<file path="src/include/cpu_params.svh">
// width and sizing macros for the accumulator cpu
// include wherever a width, the ram depth or the t-state count is needed
`ifndef CPU_PARAMS_SVH
`define CPU_PARAMS_SVH

// data path and bus width
`define CPU_DATA_W 8

// program counter and ram address width
`define CPU_ADDR_W 4

// bytes of ram, one per address
`define CPU_RAM_DEPTH 16

// fixed instruction length, fetch plus execute
`define CPU_T_STATES 6

`endif

</file>
<file path="src/cpu_ctrl_pkg.sv">
// control types of the accumulator cpu
// the decoder drives one control word and the top level fans it out
`include "cpu_params.svh"

package cpu_ctrl_pkg;

    // one-hot t-state, t0..t2 fetch, t3..t5 execute
    typedef enum logic [`CPU_T_STATES-1:0] {
        T0 = 6'b000001,
        T1 = 6'b000010,
        T2 = 6'b000100,
        T3 = 6'b001000,
        T4 = 6'b010000,
        T5 = 6'b100000
    } tstate_t;

    // which block drives the bus this cycle
    typedef enum logic [2:0] {
        NONE,
        PC,
        IR_OPERAND,
        RAM,
        ACC,
        ALU
    } bus_src_e;

    // all bits active high
    typedef struct packed {
        bus_src_e bus_src;
        logic     pc_count;
        logic     pc_load;
        logic     mar_load;
        logic     ram_write;
        logic     ir_load;
        logic     a_load;
        logic     b_load;
        logic     alu_sub;
        logic     flags_load;
        logic     out_load;
        logic     halt;
    } ctrl_word_t;

endpackage

</file>
<file path="src/cpu_isa_pkg.sv">
// instruction set types of the accumulator cpu
// used by the datapath, the decoder and the testbench through scoped names
`include "cpu_params.svh"

package cpu_isa_pkg;

    // opcode fills what the operand leaves of the byte
    localparam int OPCODE_W = `CPU_DATA_W - `CPU_ADDR_W;

    // one data byte, as carried on the bus
    typedef logic [`CPU_DATA_W-1:0] byte_t;

    // ram or pc address
    typedef logic [`CPU_ADDR_W-1:0] addr_t;

    // 9 to 13 unused, decoded as idle
    typedef enum logic [OPCODE_W-1:0] {
        NOP = 4'h0,
        LDA = 4'h1,
        ADD = 4'h2,
        SUB = 4'h3,
        STA = 4'h4,
        LDI = 4'h5,
        JMP = 4'h6,
        JC  = 4'h7,
        JZ  = 4'h8,
        OUT = 4'he,
        HLT = 4'hf
    } opcode_e;

    // opcode in the high nibble, operand in the low nibble
    typedef struct packed {
        opcode_e opcode;
        addr_t   operand;
    } instr_t;

endpackage

</file>
<file path="src/alu.sv">
// adder and subtractor over the accumulator and b register
// result is combinational, carry and zero are held until the next flags_load
`include "cpu_params.svh"

module alu (
    input  logic               clk,
    input  logic               arst_n,
    input  cpu_isa_pkg::byte_t a,
    input  cpu_isa_pkg::byte_t b,
    input  logic               sub,
    input  logic               flags_load,
    output cpu_isa_pkg::byte_t result,
    output logic               carry,
    output logic               zero
);

    cpu_isa_pkg::byte_t    b_op;
    logic [`CPU_DATA_W:0]  sum;

    // subtract as a plus inverted b plus one
    assign b_op = sub ? ~b : b;

    // extra top bit is the carry out
    // for sub it is set when there is no borrow, a >= b
    assign sum    = {1'b0, a} + {1'b0, b_op} + {{`CPU_DATA_W{1'b0}}, sub};
    assign result = sum[`CPU_DATA_W-1:0];

    always_ff @(posedge clk or negedge arst_n) begin
        if (!arst_n) begin
            carry <= 1'b0;
            zero  <= 1'b0;
        end else if (flags_load) begin
            carry <= sum[`CPU_DATA_W];
            // zero looks at the 8-bit result only
            zero  <= (result == '0);
        end
    end

endmodule

</file>
<file path="src/control_block.sv">
// microcoded control of the accumulator cpu
// t-state ring plus decoder from opcode and flags to the control word
// ring runs while run is high and the cpu has not halted
`include "cpu_params.svh"

module control_block (
    input  logic                     clk,
    input  logic                     arst_n,
    input  logic                     run,
    input  cpu_isa_pkg::opcode_e     opcode,
    input  logic                     carry,
    input  logic                     zero,
    output cpu_ctrl_pkg::ctrl_word_t ctrl,
    output logic                     halted
);

    cpu_ctrl_pkg::tstate_t tstate;
    logic                  active;

    // nothing moves while stopped or halted
    assign active = run && !halted;

    // one-hot ring, rotates once per active cycle
    always_ff @(posedge clk or negedge arst_n) begin
        if (!arst_n) begin
            tstate <= cpu_ctrl_pkg::T0;
        end else if (active) begin
            tstate <= cpu_ctrl_pkg::tstate_t'(
                {tstate[`CPU_T_STATES-2:0], tstate[`CPU_T_STATES-1]});
        end
    end

    // sticky until reset
    always_ff @(posedge clk or negedge arst_n) begin
        if (!arst_n) begin
            halted <= 1'b0;
        end else if (ctrl.halt) begin
            halted <= 1'b1;
        end
    end

    // microcode table
    always_comb begin
        ctrl         = '0;
        ctrl.bus_src = cpu_ctrl_pkg::NONE;
        if (active) begin
            case (tstate)
                // fetch, same for every opcode
                cpu_ctrl_pkg::T0: begin
                    ctrl.bus_src  = cpu_ctrl_pkg::PC;
                    ctrl.mar_load = 1'b1;
                end
                cpu_ctrl_pkg::T1: ctrl.pc_count = 1'b1;
                cpu_ctrl_pkg::T2: begin
                    ctrl.bus_src = cpu_ctrl_pkg::RAM;
                    ctrl.ir_load = 1'b1;
                end
                // execute
                cpu_ctrl_pkg::T3: begin
                    case (opcode)
                        cpu_isa_pkg::LDA, cpu_isa_pkg::ADD,
                        cpu_isa_pkg::SUB, cpu_isa_pkg::STA: begin
                            // operand addresses ram
                            ctrl.bus_src  = cpu_ctrl_pkg::IR_OPERAND;
                            ctrl.mar_load = 1'b1;
                        end
                        cpu_isa_pkg::LDI: begin
                            ctrl.bus_src = cpu_ctrl_pkg::IR_OPERAND;
                            ctrl.a_load  = 1'b1;
                        end
                        cpu_isa_pkg::JMP, cpu_isa_pkg::JC, cpu_isa_pkg::JZ: begin
                            ctrl.bus_src = cpu_ctrl_pkg::IR_OPERAND;
                            // branch decision lives here only
                            ctrl.pc_load = (opcode == cpu_isa_pkg::JMP) ||
                                           (opcode == cpu_isa_pkg::JC && carry) ||
                                           (opcode == cpu_isa_pkg::JZ && zero);
                        end
                        cpu_isa_pkg::OUT: begin
                            ctrl.bus_src  = cpu_ctrl_pkg::ACC;
                            ctrl.out_load = 1'b1;
                        end
                        cpu_isa_pkg::HLT: ctrl.halt = 1'b1;
                        default: ;
                    endcase
                end
                cpu_ctrl_pkg::T4: begin
                    ctrl.bus_src = cpu_ctrl_pkg::RAM;
                    case (opcode)
                        cpu_isa_pkg::LDA: ctrl.a_load = 1'b1;
                        cpu_isa_pkg::ADD, cpu_isa_pkg::SUB: ctrl.b_load = 1'b1;
                        cpu_isa_pkg::STA: begin
                            // accumulator goes to ram at the mar
                            ctrl.bus_src   = cpu_ctrl_pkg::ACC;
                            ctrl.ram_write = 1'b1;
                        end
                        default: ctrl.bus_src = cpu_ctrl_pkg::NONE;
                    endcase
                end
                cpu_ctrl_pkg::T5: begin
                    if (opcode == cpu_isa_pkg::ADD || opcode == cpu_isa_pkg::SUB) begin
                        ctrl.bus_src    = cpu_ctrl_pkg::ALU;
                        ctrl.a_load     = 1'b1;
                        ctrl.flags_load = 1'b1;
                        ctrl.alu_sub    = (opcode == cpu_isa_pkg::SUB);
                    end
                end
                default: ;
            endcase
        end
    end

    a_tstate_onehot : assert property (
        @(posedge clk) disable iff (!arst_n)
        $onehot(tstate)
    );

endmodule

</file>
<file path="src/cpu_top.sv">
// top level of the sap-1 style accumulator cpu
// load a program through prog_we while run is low, then raise run
// out_value changes on each OUT, with out_strobe high for one cycle
`include "cpu_params.svh"

module cpu_top (
    input  logic               clk,
    input  logic               arst_n,
    input  logic               run,
    input  logic               prog_we,
    input  cpu_isa_pkg::addr_t prog_addr,
    input  cpu_isa_pkg::byte_t prog_data,
    output cpu_isa_pkg::byte_t out_value,
    output logic               out_strobe,
    output logic               halted
);

    cpu_ctrl_pkg::ctrl_word_t ctrl;
    cpu_isa_pkg::byte_t       bus;
    cpu_isa_pkg::addr_t       pc;
    cpu_isa_pkg::instr_t      ir;
    cpu_isa_pkg::byte_t       acc;
    cpu_isa_pkg::byte_t       b_reg;
    cpu_isa_pkg::byte_t       alu_result;
    cpu_isa_pkg::byte_t       ram_rd;
    logic                     carry;
    logic                     zero;

    // bus mux, replaces the tristate bus
    always_comb begin
        case (ctrl.bus_src)
            // nibble sources are zero extended
            cpu_ctrl_pkg::PC:         bus = {{(`CPU_DATA_W-`CPU_ADDR_W){1'b0}}, pc};
            cpu_ctrl_pkg::IR_OPERAND: bus = {{(`CPU_DATA_W-`CPU_ADDR_W){1'b0}}, ir.operand};
            cpu_ctrl_pkg::RAM:        bus = ram_rd;
            cpu_ctrl_pkg::ACC:        bus = acc;
            cpu_ctrl_pkg::ALU:        bus = alu_result;
            default:                  bus = '0;
        endcase
    end

    control_block u_control (
        .clk    (clk),
        .arst_n (arst_n),
        .run    (run),
        .opcode (ir.opcode),
        .carry  (carry),
        .zero   (zero),
        .ctrl   (ctrl),
        .halted (halted)
    );

    program_counter u_pc (
        .clk        (clk),
        .arst_n     (arst_n),
        .count      (ctrl.pc_count),
        .load       (ctrl.pc_load),
        .load_value (bus[`CPU_ADDR_W-1:0]),
        .pc         (pc)
    );

    ram_mar u_ram (
        .clk       (clk),
        .arst_n    (arst_n),
        .mar_load  (ctrl.mar_load),
        .write     (ctrl.ram_write),
        .bus_in    (bus),
        .prog_we   (prog_we),
        .prog_addr (prog_addr),
        .prog_data (prog_data),
        .rd_data   (ram_rd)
    );

    // instruction register, split into opcode and operand
    data_register #(.payload_t(cpu_isa_pkg::instr_t)) u_ir (
        .clk    (clk),
        .arst_n (arst_n),
        .load   (ctrl.ir_load),
        .d      (cpu_isa_pkg::instr_t'(bus)),
        .q      (ir)
    );

    // accumulator
    data_register u_acc (.clk(clk), .arst_n(arst_n), .load(ctrl.a_load), .d(bus), .q(acc));

    // b register, second alu operand
    data_register u_b (.clk(clk), .arst_n(arst_n), .load(ctrl.b_load), .d(bus), .q(b_reg));

    // output register
    data_register u_out (
        .clk    (clk),
        .arst_n (arst_n),
        .load   (ctrl.out_load),
        .d      (bus),
        .q      (out_value)
    );

    alu u_alu (
        .clk        (clk),
        .arst_n     (arst_n),
        .a          (acc),
        .b          (b_reg),
        .sub        (ctrl.alu_sub),
        .flags_load (ctrl.flags_load),
        .result     (alu_result),
        .carry      (carry),
        .zero       (zero)
    );

    // strobe lines up with the new out_value
    always_ff @(posedge clk or negedge arst_n) begin
        if (!arst_n) begin
            out_strobe <= 1'b0;
        end else begin
            out_strobe <= ctrl.out_load;
        end
    end

endmodule

</file>
<file path="src/data_register.sv">
// loadable register for any payload type
// serves as accumulator, b, output and instruction register
module data_register #(
    parameter type payload_t = cpu_isa_pkg::byte_t
) (
    input  logic     clk,
    input  logic     arst_n,
    input  logic     load,
    input  payload_t d,
    output payload_t q
);

    // captures the bus on load, holds otherwise
    always_ff @(posedge clk or negedge arst_n) begin
        if (!arst_n) begin
            // all zero, also a nop for the instruction register
            q <= payload_t'('0);
        end else if (load) begin
            q <= d;
        end
    end

endmodule

</file>
<file path="src/program_counter.sv">
// program counter of the accumulator cpu
// counts through ram on fetch, loads a jump target from the bus
module program_counter (
    input  logic               clk,
    input  logic               arst_n,
    input  logic               count,
    input  logic               load,
    input  cpu_isa_pkg::addr_t load_value,
    output cpu_isa_pkg::addr_t pc
);

    // execution always starts at address 0
    always_ff @(posedge clk or negedge arst_n) begin
        if (!arst_n) begin
            pc <= '0;
        end else if (load) begin
            // jump target from the operand nibble
            pc <= load_value;
        end else if (count) begin
            // wraps from 15 back to 0
            pc <= pc + 1'b1;
        end
    end

    // count is a fetch step and load an execute step
    // so the decoder must never raise both in one cycle
    a_no_count_and_load : assert property (
        @(posedge clk) disable iff (!arst_n)
        !(count && load)
    );

endmodule

</file>
<file path="src/ram_mar.sv">
// memory address register and 16 byte ram
// cpu side reads and writes at the mar, programming writes at prog_addr
// programming is only legal while the cpu is stopped
`include "cpu_params.svh"

module ram_mar (
    input  logic               clk,
    input  logic               arst_n,
    input  logic               mar_load,
    input  logic               write,
    input  cpu_isa_pkg::byte_t bus_in,
    input  logic               prog_we,
    input  cpu_isa_pkg::addr_t prog_addr,
    input  cpu_isa_pkg::byte_t prog_data,
    output cpu_isa_pkg::byte_t rd_data
);

    cpu_isa_pkg::addr_t mar;
    cpu_isa_pkg::byte_t mem [`CPU_RAM_DEPTH];

    // address comes from the low nibble of the bus
    always_ff @(posedge clk or negedge arst_n) begin
        if (!arst_n) begin
            mar <= '0;
        end else if (mar_load) begin
            mar <= bus_in[`CPU_ADDR_W-1:0];
        end
    end

    // storage, one write port shared by both paths
    always_ff @(posedge clk) begin
        if (prog_we) begin
            mem[prog_addr] <= prog_data;
        end else if (write) begin
            mem[mar] <= bus_in;
        end
    end

    // asynchronous read at the mar
    assign rd_data = mem[mar];

    // prog_we comes from outside and write from the decoder
    // both together means a program load while running
    a_no_prog_during_write : assert property (
        @(posedge clk) disable iff (!arst_n)
        !(prog_we && write)
    );

endmodule

</file>
<file path="config.mk">
export PLATFORM = sky130hd
export DESIGN_NAME = cpu_top
export DESIGN_NICKNAME = d
export VERILOG_FILES = /design/src/cpu_ctrl_pkg.sv /design/src/cpu_isa_pkg.sv /design/src/alu.sv /design/src/control_block.sv /design/src/cpu_top.sv /design/src/data_register.sv /design/src/program_counter.sv /design/src/ram_mar.sv
export VERILOG_INCLUDE_DIRS = /design/src /design/src/include
export SDC_FILE = /design/constraint.sdc
export NUM_CORES = 1
export LEC_CHECK = 0
export ABC_AREA = 1
export BUFFER_PORTS_ARGS = -buffer_cell sky130_fd_sc_hd__buf_2
export CORE_UTILIZATION = 50
export CTS_CLUSTER_DIAMETER = 150
export DETAILED_ROUTE_END_ITERATION = 8
export PLACE_DENSITY = 0.65
export SYNTH_ARGS = -nofsm -noshare
export SYNTH_HDL_FRONTEND = slang
export SYNTH_HIERARCHICAL = 1
export SYNTH_SLANG_ARGS = --single-unit
</file>
<file path="constraint.sdc">
create_clock -name clk -period 9.57 [get_ports clk]
set_input_delay 0.957 -clock clk [delete_from_list [all_inputs] [get_ports clk]]
set_output_delay 0.957 -clock clk [all_outputs]
set_load 0.02 [all_outputs]
</file>
==> results of run 1 <==
## placed cells by master, fill, tap and decap left out, types with 3 or more instances in the layout
cell type	count
buf_2	25
inv_1	148
nand2_1	364
nand3_1	135
nor2_2	4
ha_1	8
clkinvlp_4	3
inv_2	17
xor2_1	7
nand2_2	13
nor3_1	3
nand2_4	6
nor2_1	53
o21ai_0	11
nor3_2	3
nand4_1	10
nor2_4	6
buf_4	7
clkbuf_16	17
dfrtp_1	48
inv_6	4
mux2_2	8
a21oi_1	3
edfxtp_1	128
## sequential cells by signal, summed over array words and instances, names as in the netlist
register,flops
u_ram/mem,128
u_control/tstate,6
u_b/q,8
u_pc/pc,4
out_strobe,1
u_out/q,8
u_ir/q,8
u_alu/zero,1
u_acc/q,8
u_ram/mar,4
u_alu/carry,1
u_control/halted,1
## critical path: cells and delay by family
family / cells / cell delay (ns)
AND/OR/NAND/NOR: 10 / 1.47
adder cells (fa/ha/maj): 1 / 0.27
buffers and inverters: 7 / 0.70
multiplexers: 1 / 0.48
XOR/XNOR: 1 / 0.19
## where the power goes
part / leakage [nW] / total [mW] / switching (mW) / internal [mW]
clock network: 0.262 / 0.651 / 0.311 / 0.340
logic: 2.57 / 0.552 / 0.395 / 0.157
registers: 1.84 / 0.905 / 0.0426 / 0.862
## metal layers
layer / vias up / share of wire [%]
met5: - / 0
li1: 3303 / -
met3: 34 / 7.0
met4: 0 / 2.3
met2: 253 / 45
met1: 3114 / 46
## final timing paths
path	start	endpoint	slack [ns]	cells after the start
min in group asynchronous	arst_n	u_b/q[4]	0.63	2
max in group asynchronous	arst_n	u_ram/mar[0]	8.44	2
worst min register to register	u_ir/q[0]	u_ir/q[0]	0.47	2
worst max-delay path	run	u_ram/mem[1][3]	5.62	20
worst max register to register	u_ram/mar[0]	u_ram/mem[15][0]	5.82	13
worst min-delay path	u_ir/q[0]	u_ir/q[0]	0.47	2
## area by class of cell
class,instances,area [µm²]
clock buffers,18,429
clock inverters,14,123
fillers,1623,8070
inverters,167,628
multi-input cells,654,3090
flip-flops and latches,178,5100
well taps,229,287
repair buffers,32,178
## metrics by stage
step           setup WS [ns]  hold WS (ns)
2_1_floorplan           5.86         0.442
3_3_place_gp            5.32         0.454
3_5_place_dp            5.24         0.453
4_1_cts                 5.66         0.475
5_1_grt                 5.34         0.504
6_report                5.62         0.474
## logic make-up after synthesis
group	share of synthesized area (%)
AND/OR/NAND/NOR	29.1
buffers and inverters	10.2
flip-flops	55.9
AO/OA/AOI/OAI	1.59
XOR/XNOR	0.864
adder cells (fa/ha/maj)	1.32
multiplexers	0.988
==> qor.csv, run 1 <==
stage,metric,value,unit
status,run_status,"finished, final reports clean",
routing,drc_errors,0,
cts,clock-sinks,178,
floorplanning,die_w,137,µm
global_route,track_usage,24.2,%
worst_setup_path,cp-start-kind,primary input,
power_and_ir_drop,ir_worst_vdd,0.217,mV
synth,synthesis.instances,1041,
routing,wirelength,20.8,mm
floorplanning,initial_utilization,50.9,%
routing,viasPerCell,5.19,
worst_setup_path,worstPathArrival,4.08,ns
synth,synth_top_area_cell,edfxtp_1,
hold_path,hold_path.class,register to register,
power_and_ir_drop,p_total,2.11,mW
place,gp_congestion,0.865,
cts,cts_buffers,17,
run,max_cap_violations,0,
finish,fin_util,54.9,%
global_route,grt_pass1_vias,6185,
floorplanning,dieHeight,137,µm
routing,ant_nets,0,
timing,final_max_slew_viol_count,0,
finish,syn2layout_area_growth,7.81,%
synth,synth.avg_cell_area,8.76,µm²
timing,min_period_over_period,41.2,%
global_route,gr-usage-met1,35.4,%
worst_setup_path,cp_slowest_cell,nor2_2,
global_route,busiest_layer,met2,
timing,setup_violations,0,
place,port_buffers,25,
worst_setup_path,critPathRequiredTime,9.70,ns
timing,clock.fmax,253,MHz
global_route,grt_overflow,0,
cts,post-cts-setup-buffer-count,0,
cts,clock_path_buffers,2,
finish,layout.nets,1075,
cts,cts-root-buf,clkbuf_16,
timing,clock_skew,0.0106,ns
routing,drtIter0Drc,517,
floorplanning,dieArea,18800,µm²
global_route,grt_pass1_wl,33.4,mm
power_and_ir_drop,power_density,214,nW/µm²
floorplanning,io_pins,26,
synth,synth_most_common_cell,nand2_1,
power_and_ir_drop,p_leak,4.67,nW
floorplanning,num_rows,49,
worst_setup_path,path_max_fanout,18,
worst_setup_path,max_stage_delay,0.53,ns
synth,yosys-top-cells-area,"edfxtp_1 (42%), nand2_1 (15%), dfrtp_1 (13%), nand3_1 (7.4%), inv_1 (6.1%)",
synth,ys_ff_latch,178,
cts,path_clk_slew,0.06,ns
place,dp.cells,1260,
synth,async_flop_share,28.1,%
place,place_area,9280,µm²
synth,synth_ff_type,edfxtp_1,
global_route,grtUsageMet2,35.5,%
finish,final_cell_count_no_fill,1292,
place,dpl.hpwl,13.8,mm
timing,max_slew_margin,32.6,%
synth,yosysSeqAreaShare,55.9,%
cts,hold_buffers,0,
routing,avgRoutedWirePerCell,16.1,µm
global_route,antenna_found_initial,0,
synth,synth_cell_types,40,
cts,cts_tree,built,
routing,via_count,6704,
synth,synthesis.nets,1066,
synth,mappedNetlistArea,9120,µm²
timing,worstMarginPinSlew,1.01,ns
synth,yosysWarningCount,6,
routing,firstDrtPassIters,7,
floorplanning,core_area,17900,µm²
timing,rsz0062_at_grt,no,
global_route,grt_start_max_net_pins,66,
cts,insertion_delay,0.43,ns
worst_setup_path,crit_type,primary input to register,
cts,htreeDepth,4,
timing,hold_viol_final,0,
worst_setup_path,path_cells,buf_2 > inv_1 > nor2_2 > inv_2 > nor3_1 > buf_4 > xnor2_1 > inv_1 > ha_1 > nand2_1 > inv_1 > nand2_4 > nand2_4 > nand2_1 > nand2_1 > nand4_1 > nand2_1 > inv_1 > nand3_1 > mux2_2,
finish,drive_gt1_share,12.3,%
synth,ys_top_cells_by_count,"nand2_1 (364), inv_1 (148), nand3_1 (135)",
cts,postCtsResizedCells,0,
global_route,met3_usage,4.15,%
synth,yosysTopAreaCellShare,42.2,%
finish,stdcell_area,9830,µm²
finish,diodes,0,
synth,synth-edff-count,128,
worst_setup_path,critPathCaptureType,register,
timing,fin_crit,3.95,ns
timing,fin_setup_tns,0,ns
Note: power is estimated with default switching activity, not from simulation.
==> inputs of run 2 (changes only) <==
- PLACE_DENSITY: 0.65 -> 0.68
- clock period: 9.57 -> 3.6 ns (I/O delays scaled with it)
==> qor.csv, run 2 (same netlist as run 1, synthesis figures left out) <==
stage,metric,value,unit,change
floorplanning,io_pins,26,,unchanged
run,max_cap_violations,0,,unchanged
timing,setup_violations,0,,unchanged
timing,fin_setup_tns,0,ns,unchanged
timing,final_max_slew_viol_count,0,,unchanged
power_and_ir_drop,p_leak,4.84,nW,was 4.67 nW
finish,stdcell_area,10100,µm²,was 9830 µm²
cts,clock_path_buffers,2,,unchanged
place,gp_congestion,0.944,,was 0.865
cts,cts-root-buf,clkbuf_16,,unchanged
routing,firstDrtPassIters,5,,was 7
timing,worstMarginPinSlew,0.619,ns,was 1.01 ns
power_and_ir_drop,seqPwrFrac,42.3,%,was 42.9%
finish,final_cell_mix,"nand2_1 (364), inv_1 (148), nand3_1 (135), edfxtp_1 (128), nor2_1 (53)",,unchanged
timing,min_period_over_period,90.9,%,
global_route,grt_start_max_net_pins,44,,was 66
global_route,grt_overflow,0,,unchanged
routing,wirelength,21.3,mm,was 20.8 mm
power_and_ir_drop,p_total,5.63,mW,was 2.11 mW
power_and_ir_drop,p_comb_share,27.7,%,was 26.2%
worst_setup_path,cp-start-kind,register,,was primary input
floorplanning,dieArea,18800,µm²,unchanged
global_route,track_usage,24.2,%,about the same
finish,drive_gt1_share,14.8,%,was 12.3%
routing,viasPerCell,5.14,,was 5.19
routing,drtIter0Drc,607,,was 517
worst_setup_path,crit_type,register to register,,was primary input to register
floorplanning,die_w,137,µm,unchanged
routing,drc_errors,0,,unchanged
power_and_ir_drop,p_sw_share,35.1,%,was 35.5%
worst_setup_path,reg2regPathDepth,17,,was 13
global_route,grt_pass1_vias,6331,,was 6185
worst_setup_path,critPathCaptureType,register,,unchanged
place,place_ws,0.390,ns,was 5.24 ns
timing,hold_viol_final,0,,unchanged
routing,avgRoutedWirePerCell,16.1,µm,about the same
timing,clock_skew,0.00963,ns,was 0.0106 ns
timing,rsz0062_at_grt,no,,unchanged
timing,fin_ws,0.328,ns,was 5.62 ns
worst_setup_path,r2r-end,u_ram/mem[8][7],,was u_ram/mem[15][0]
floorplanning,dieHeight,137,µm,unchanged
cts,post-cts-setup-buffer-count,0,,unchanged
power_and_ir_drop,internal-power,3.65,mW,was 1.36 mW
cts,htreeDepth,4,,unchanged
finish,layout.nets,1108,,was 1075
cts,cts_tree,built,,unchanged
power_and_ir_drop,ir_worst_vdd,0.300,mV,was 0.217 mV
global_route,grt_pass1_wl,33.5,mm,was 33.4 mm
finish,syn2layout_area_growth,10.5,%,was 7.81%
worst_setup_path,critPathRequiredTime,3.73,ns,was 9.70 ns
place,dpl.hpwl,14.3,mm,was 13.8 mm
worst_setup_path,r2r_start,u_ir/q[6],,was u_ram/mar[0]
routing,via_count,6807,,was 6704
status,run_status,"finished, final reports clean",,unchanged
cts,insertion_delay,0.42,ns,was 0.43 ns
finish,largest_reg_flops,128,,unchanged
place,place_area,9520,µm²,was 9280 µm²
timing,fin_crit,3.27,ns,
hold_path,hold_path.class,primary input to async pin,,was register to register
floorplanning,initial_utilization,50.9,%,unchanged
cts,cts_buffers,17,,unchanged
power_and_ir_drop,power_density,559,nW/µm²,was 214 nW/µm²
cts,path_clk_slew,0.07,ns,was 0.06 ns
worst_setup_path,worstPathArrival,3.40,ns,was 4.08 ns
routing,ant_nets,0,,unchanged
finish,top_register,u_ram/mem,,unchanged
timing,clock.fmax,306,MHz,
floorplanning,core_area,17900,µm²,unchanged
finish,final_common_cell,nand2_1,,unchanged
worst_setup_path,reg2reg_slack,0.33,ns,was 5.82 ns
global_route,antenna_found_initial,0,,unchanged
timing,whs,0.387,ns,was 0.474 ns
finish,diodes,0,,unchanged
place,port_buffers,25,,unchanged
floorplanning,num_rows,49,,unchanged
worst_setup_path,path_max_fanout,16,,was 18
power_and_ir_drop,pwr-share-clk,29.9,%,was 30.9%
power_and_ir_drop,p_sw,1.98,mW,was 749 µW
timing,max_slew_margin,58.6,%,was 32.6%
cts,clock-sinks,178,,unchanged
-- run 2: changes by cell type in the layout (fill, tap and decap cells not counted) --
| cell | before | now |
|---|---|---|
| clkinvlp_2 | 0 | 1 |
| clkinv_8 | 1 | 2 |
| clkbuf_1 | 1 | 2 |
| clkinv_1 | 2 | 1 |
| inv_8 | 2 | 0 |
| clkinv_2 | 2 | 3 |
| clkinv_4 | 2 | 1 |
| buf_4 | 7 | 39 |
| mux2_2 | 8 | 7 |
| dlygate4sd3_1 | 0 | 1 |
| mux2_4 | 0 | 1 |
| clkinvlp_4 | 3 | 2 |
-- run 2: what timing repair did --
item | in CTS | in global routing
endpoints found under the hold margin | 13 | 0
setup endpoints to repair | 0 | 16
hold buffers | 1 | 0
resized for setup | 0 | 1
-- run 2: per-layer routing --
metal	vias up	share of wire [%]	wire (µm)	GRT usage [%]
li1	3375	-	-	-
met1	3192	44	9410	34.1
met2	213	47	10000	38.5
met3	27	6.8	1460	3.11
met4	0	1.9	397	8.85
met5	-	0	0	0
-- run 2: final cells by class --
| class | count | area [µm²] |
|---|---|---|
| repair buffers | 65 | 428 |
| multi-input cells | 654 | 3090 |
| clock buffers | 19 | 433 |
| clock inverters | 12 | 106 |
| well taps | 229 | 287 |
| fillers | 1614 | 7830 |
| flip-flops and latches | 178 | 5100 |
| inverters | 167 | 628 |
-- run 2: how the worst max path moves through the flow --
stage               depth (start not counted)          endpoint              from  slack (ns)
floorplan                                  19   u_ram/mem[0][3]  u_control/halted        0.37
global placement                           20  u_ram/mem[12][3]         u_ir/q[7]        0.44
finish                                     17   u_ram/mem[8][7]         u_ir/q[6]        0.33
global route                               19   u_ram/mem[3][3]         u_ir/q[6]        0.04
detailed placement                         19  u_ram/mem[15][3]         u_ir/q[6]        0.39
CTS                                        19   u_ram/mem[2][3]         u_ir/q[6]        0.32
-- run 2: critical path, stage by stage (launching register included) --
cell and delay, ns:
dfrtp_1 0.44, inv_2 0.12, nand2_1 0.09, nor2_1 0.13, nand4_2 0.16, nor3_1 0.18
buf_4 0.24, xor2_1 0.17, ha_1 0.31, a21oi_2 0.22, nor2_1 0.06, nor2_1 0.13
nand3_1 0.09, nand2_1 0.09, inv_1 0.04, nand2_1 0.05, nand3_1 0.07, mux2_2 0.38
-- run 2: through the flow --
step | cells | utilization, %
CTS | 1324 | 56.2
global placement | 1292 | 53.2
detailed placement | 1292 | 53.2
global route | 1324 | 56.3
floorplan | 1041 | -
finish | 1324 | 56.3
-- run 2: power groups by stage --
| stage | registers, mW | logic (mW) | clock network (mW) |
|---|---|---|---|
| 6_report | 2.38 | 1.56 | 1.69 |
| 5_1_grt | 2.39 | 1.71 | 1.78 |
| 3_3_place_gp | 2.42 | 1.51 | 0 |
| 3_5_place_dp | 2.42 | 1.54 | 0 |
| 4_1_cts | 2.38 | 1.55 | 1.71 |
| 2_1_floorplan | 2.38 | 1.16 | 0 |
==> inputs of run 3 (changes only) <==
- SYNTH_HIERARCHICAL: 1 -> unset
==> qor.csv, run 3 <==
stage,metric,value,unit,change
status,run_status,"complete, but fails checks",,"was finished, final reports clean"
status,violations,negative hold slack,,
routing,via_count,6116,,was 6807
synth,synth_cell_types,46,,was 40
worst_setup_path,path_max_fanout,16,,unchanged
floorplanning,dieArea,17200,µm²,was 18800 µm²
worst_setup_path,worstPathArrival,3.42,ns,was 3.40 ns
routing,ant_nets,0,,unchanged
timing,max_slew_margin,51.7,%,was 58.6%
floorplanning,dieHeight,131,µm,was 137 µm
synth,async_flop_share,28.1,%,unchanged
finish,diodes,0,,unchanged
finish,fillers,1384,,was 1614
floorplanning,num_rows,46,,was 49
global_route,grt_pass1_wl,32.3,mm,was 33.5 mm
floorplanning,initial_utilization,51.8,%,was 50.9%
timing,setup_violations,0,,unchanged
power_and_ir_drop,p_total,4.24,mW,was 5.63 mW
floorplanning,die_w,131,µm,was 137 µm
synth,synth_most_common_cell,nand2_1,,unchanged
finish,drive_gt1_share,15.1,%,was 14.8%
synth,ys_top_cells_by_count,"nand2_1 (279), edfxtp_1 (128), nand3_1 (77)",,"was nand2_1 (364), inv_1 (148), nand3_1 (135)"
routing,avgRoutedWirePerCell,18.1,µm,was 16.1 µm
cts,clock-sinks,178,,unchanged
global_route,grt_start_max_net_pins,65,,was 44
cts,cts_buffers,17,,unchanged
finish,stdcell_area,9450,µm²,was 10100 µm²
place,place_ws,0.166,ns,was 0.390 ns
finish,fin_util,58.6,%,was 56.3%
cts,hold_buffers,0,,was 1
power_and_ir_drop,ir_worst_vdd,0.324,mV,was 0.300 mV
finish,syn2layout_area_growth,13.2,%,was 10.5%
cts,path_clk_slew,0.07,ns,about the same
global_route,grt_pass1_vias,5880,,was 6331
finish,top_register,u_ram.mem,,was u_ram/mem
cts,cts_tree,built,,unchanged
worst_setup_path,path_cells,nor2_4 > nand2_4 > nor2_8 > nand2_1 > xor2_1 > inv_1 > ha_1 > nand2_1 > inv_1 > nand2_1 > nand2_1 > nand2_1 > nand3_1 > nand3_2 > nor2_4 > o21ai_2,,was inv_2 > nand2_1 > nor2_1 > nand4_2 > nor3_1 > buf_4 > xor2_1 > ha_1 > a21oi_2 > nor2_1 > nor2_1 > nand3_1 > nand2_1 > inv_1 > nand2_1 > nand3_1 > mux2_2
routing,viasPerCell,5.45,,was 5.14
synth,yosysTopAreaCellShare,46.1,%,was 42.2%
finish,final_cell_mix,"nand2_1 (277), edfxtp_1 (128), nand3_1 (77), inv_1 (51)",,"was nand2_1 (364), inv_1 (148), nand3_1 (135), edfxtp_1 (128), nor2_1 (53)"
timing,final_max_slew_viol_count,0,,unchanged
hold_path,hold_path.class,primary input to async pin,,unchanged
timing,fin_setup_tns,0,ns,unchanged
timing,worstMarginPinSlew,0.725,ns,was 0.619 ns
timing,fin_crit,3.28,ns,was 3.27 ns
place,gp_congestion,0.918,,was 0.944
synth,synth_ff_type,edfxtp_1,,unchanged
cts,htreeDepth,4,,unchanged
synth,ys_ff_latch,178,,unchanged
worst_setup_path,crit_buf_inv,2,,was 3
routing,drtIter0Drc,627,,was 607
routing,firstDrtPassIters,5,,unchanged
place,port_buffers,25,,unchanged
routing,wirelength,20.3,mm,was 21.3 mm
synth,yosys-top-cells-area,"edfxtp_1 (46%), dfrtp_1 (15%), nand2_1 (13%), nand3_1 (4.6%), inv_1 (2.4%)",,"was edfxtp_1 (42%), nand2_1 (15%), dfrtp_1 (13%), nand3_1 (7.4%), inv_1 (6.1%)"
finish,layout.nets,918,,was 1108
synth,synth.avg_cell_area,9.90,µm²,was 8.76 µm²
synth,synth-edff-count,128,,unchanged
worst_setup_path,critPathTopFamily,simple AND/OR/NAND/NOR gates,,unchanged
floorplanning,io_pins,26,,unchanged
synth,synthesis.instances,843,,was 1041
worst_setup_path,max_stage_delay,0.55,ns,was 0.44 ns
synth,yosysWarningCount,0,,was 6
cts,insertion_delay,0.44,ns,was 0.42 ns
timing,clock.fmax,304,MHz,was 306 MHz
power_and_ir_drop,p_leak,3.95,nW,was 4.84 nW
worst_setup_path,critPathCaptureType,register,,unchanged
synth,yosysSeqAreaShare,61.1,%,was 55.9%
global_route,antenna_found_initial,0,,unchanged
worst_setup_path,crit_type,register to register,,unchanged
routing,drc_errors,0,,unchanged
cts,cts-root-buf,clkbuf_16,,unchanged
global_route,track_usage,25.0,%,was 24.2%
synth,mappedNetlistArea,8350,µm²,was 9120 µm²
synth,synth_top_area_cell,edfxtp_1,,unchanged
timing,hold_viol_final,30,,was 0
timing,rsz0062_at_grt,no,,unchanged
timing,whs,-0.0209,ns,was 0.387 ns
cts,clock_path_buffers,2,,unchanged
timing,fin_ws,0.316,ns,was 0.328 ns
place,place_area,8880,µm²,was 9520 µm²
worst_setup_path,cpMostUsedCell,nand2_1,,
floorplanning,core_area,16100,µm²,was 17900 µm²
timing,clock_skew,0.0102,ns,was 0.00963 ns
worst_setup_path,cp-start-kind,register,,unchanged
global_route,grt_overflow,0,,unchanged
worst_setup_path,critPathRequiredTime,3.74,ns,was 3.73 ns
finish,final_common_cell,nand2_1,,unchanged
synth,synthesis.nets,868,,was 1066
run,max_cap_violations,0,,unchanged
finish,largest_reg_flops,128,,unchanged
power_and_ir_drop,power_density,449,nW/µm²,was 559 nW/µm²
timing,min_period_over_period,91.2,%,was 90.9%
place,dpl.hpwl,13.5,mm,was 14.3 mm
worst_setup_path,cp_slowest_cell,o21ai_2,,was dfrtp_1
==> run 3: cell types whose count changed after synthesis, moves of 12 or more <==
cell / change
inv_2: -12
a21oi_1: +31
nand2_1: -85
buf_4: -18
nand2_2: -12
inv_1: -95
nand3_1: -58
o21ai_0: +23
==> run 3: layer usage <==
metal  GRT usage (%)  share of wire, %  up-vias
li1                -                 -     2962
met1            36.5                47     2926
met2            37.7                45      196
met3            3.78               5.7       32
met4            9.54               2.3        0
met5               0                 0        -
==> run 3: final cells by class <==
cell class / count / area (µm²) / share of cell area [%]
Sequential cell: 178 / 5100 / 54.0
Clock inverter: 13 / 121 / 1.28
Multi-Input combinational cell: 576 / 2900 / 30.7
Inverter: 60 / 228 / 2.41
Timing Repair Buffer: 60 / 400 / 4.24
Clock buffer: 19 / 433 / 4.58
Tap cell: 216 / 270 / 2.86
==> run 3: final timing paths <==
kind | startpoint | endpoint | slack [ns] | cells after the start
worst min-delay path | arst_n | u_control.tstate[5] | -0.02 | 1
worst max register to register | u_control.tstate[1] | u_ram.mem[6][3] | 0.32 | 16
worst max-delay path | u_control.tstate[1] | u_ram.mem[6][3] | 0.32 | 16
worst min register to register | u_out.q[3] | u_out.q[3] | 0.48 | 2
max in group asynchronous | arst_n | u_out.q[6] | 2.90 | 2
min in group clk | run | u_control.halted | 0.32 | 5
==> run 3: cells by family after synthesis <==
group	share of synthesized area, %
AOI/OAI and AO/OA	8.02
xor gates and xnor gates	1.36
buffers and inverters	4.35
DFF	61.1
and+or+nand+nor	23.8
adders and majority gates	1.44
==> run 3: repair_timing <==
item,CTS,global route
buffers inserted,0,0
gates resized for setup,0,4
endpoints found under the setup margin,0,64
==> run 3: power breakdown <==
group	leakage (nW)	switching, mW	internal [mW]
Clock	0.258	0.836	0.908
Combinational	1.90	0.163	0.0694
Sequential	1.80	0.0214	2.25
Total	3.95	1.02	3.22
==> run 3: stage by stage <==
stage	cells	hold WS [ns]
floorplan	843	0.0644
global placement	1090	0.455
detailed placement	1090	0.458
CTS	1122	0.00242
global route	1122	0.0415
finish	1122	-0.0209
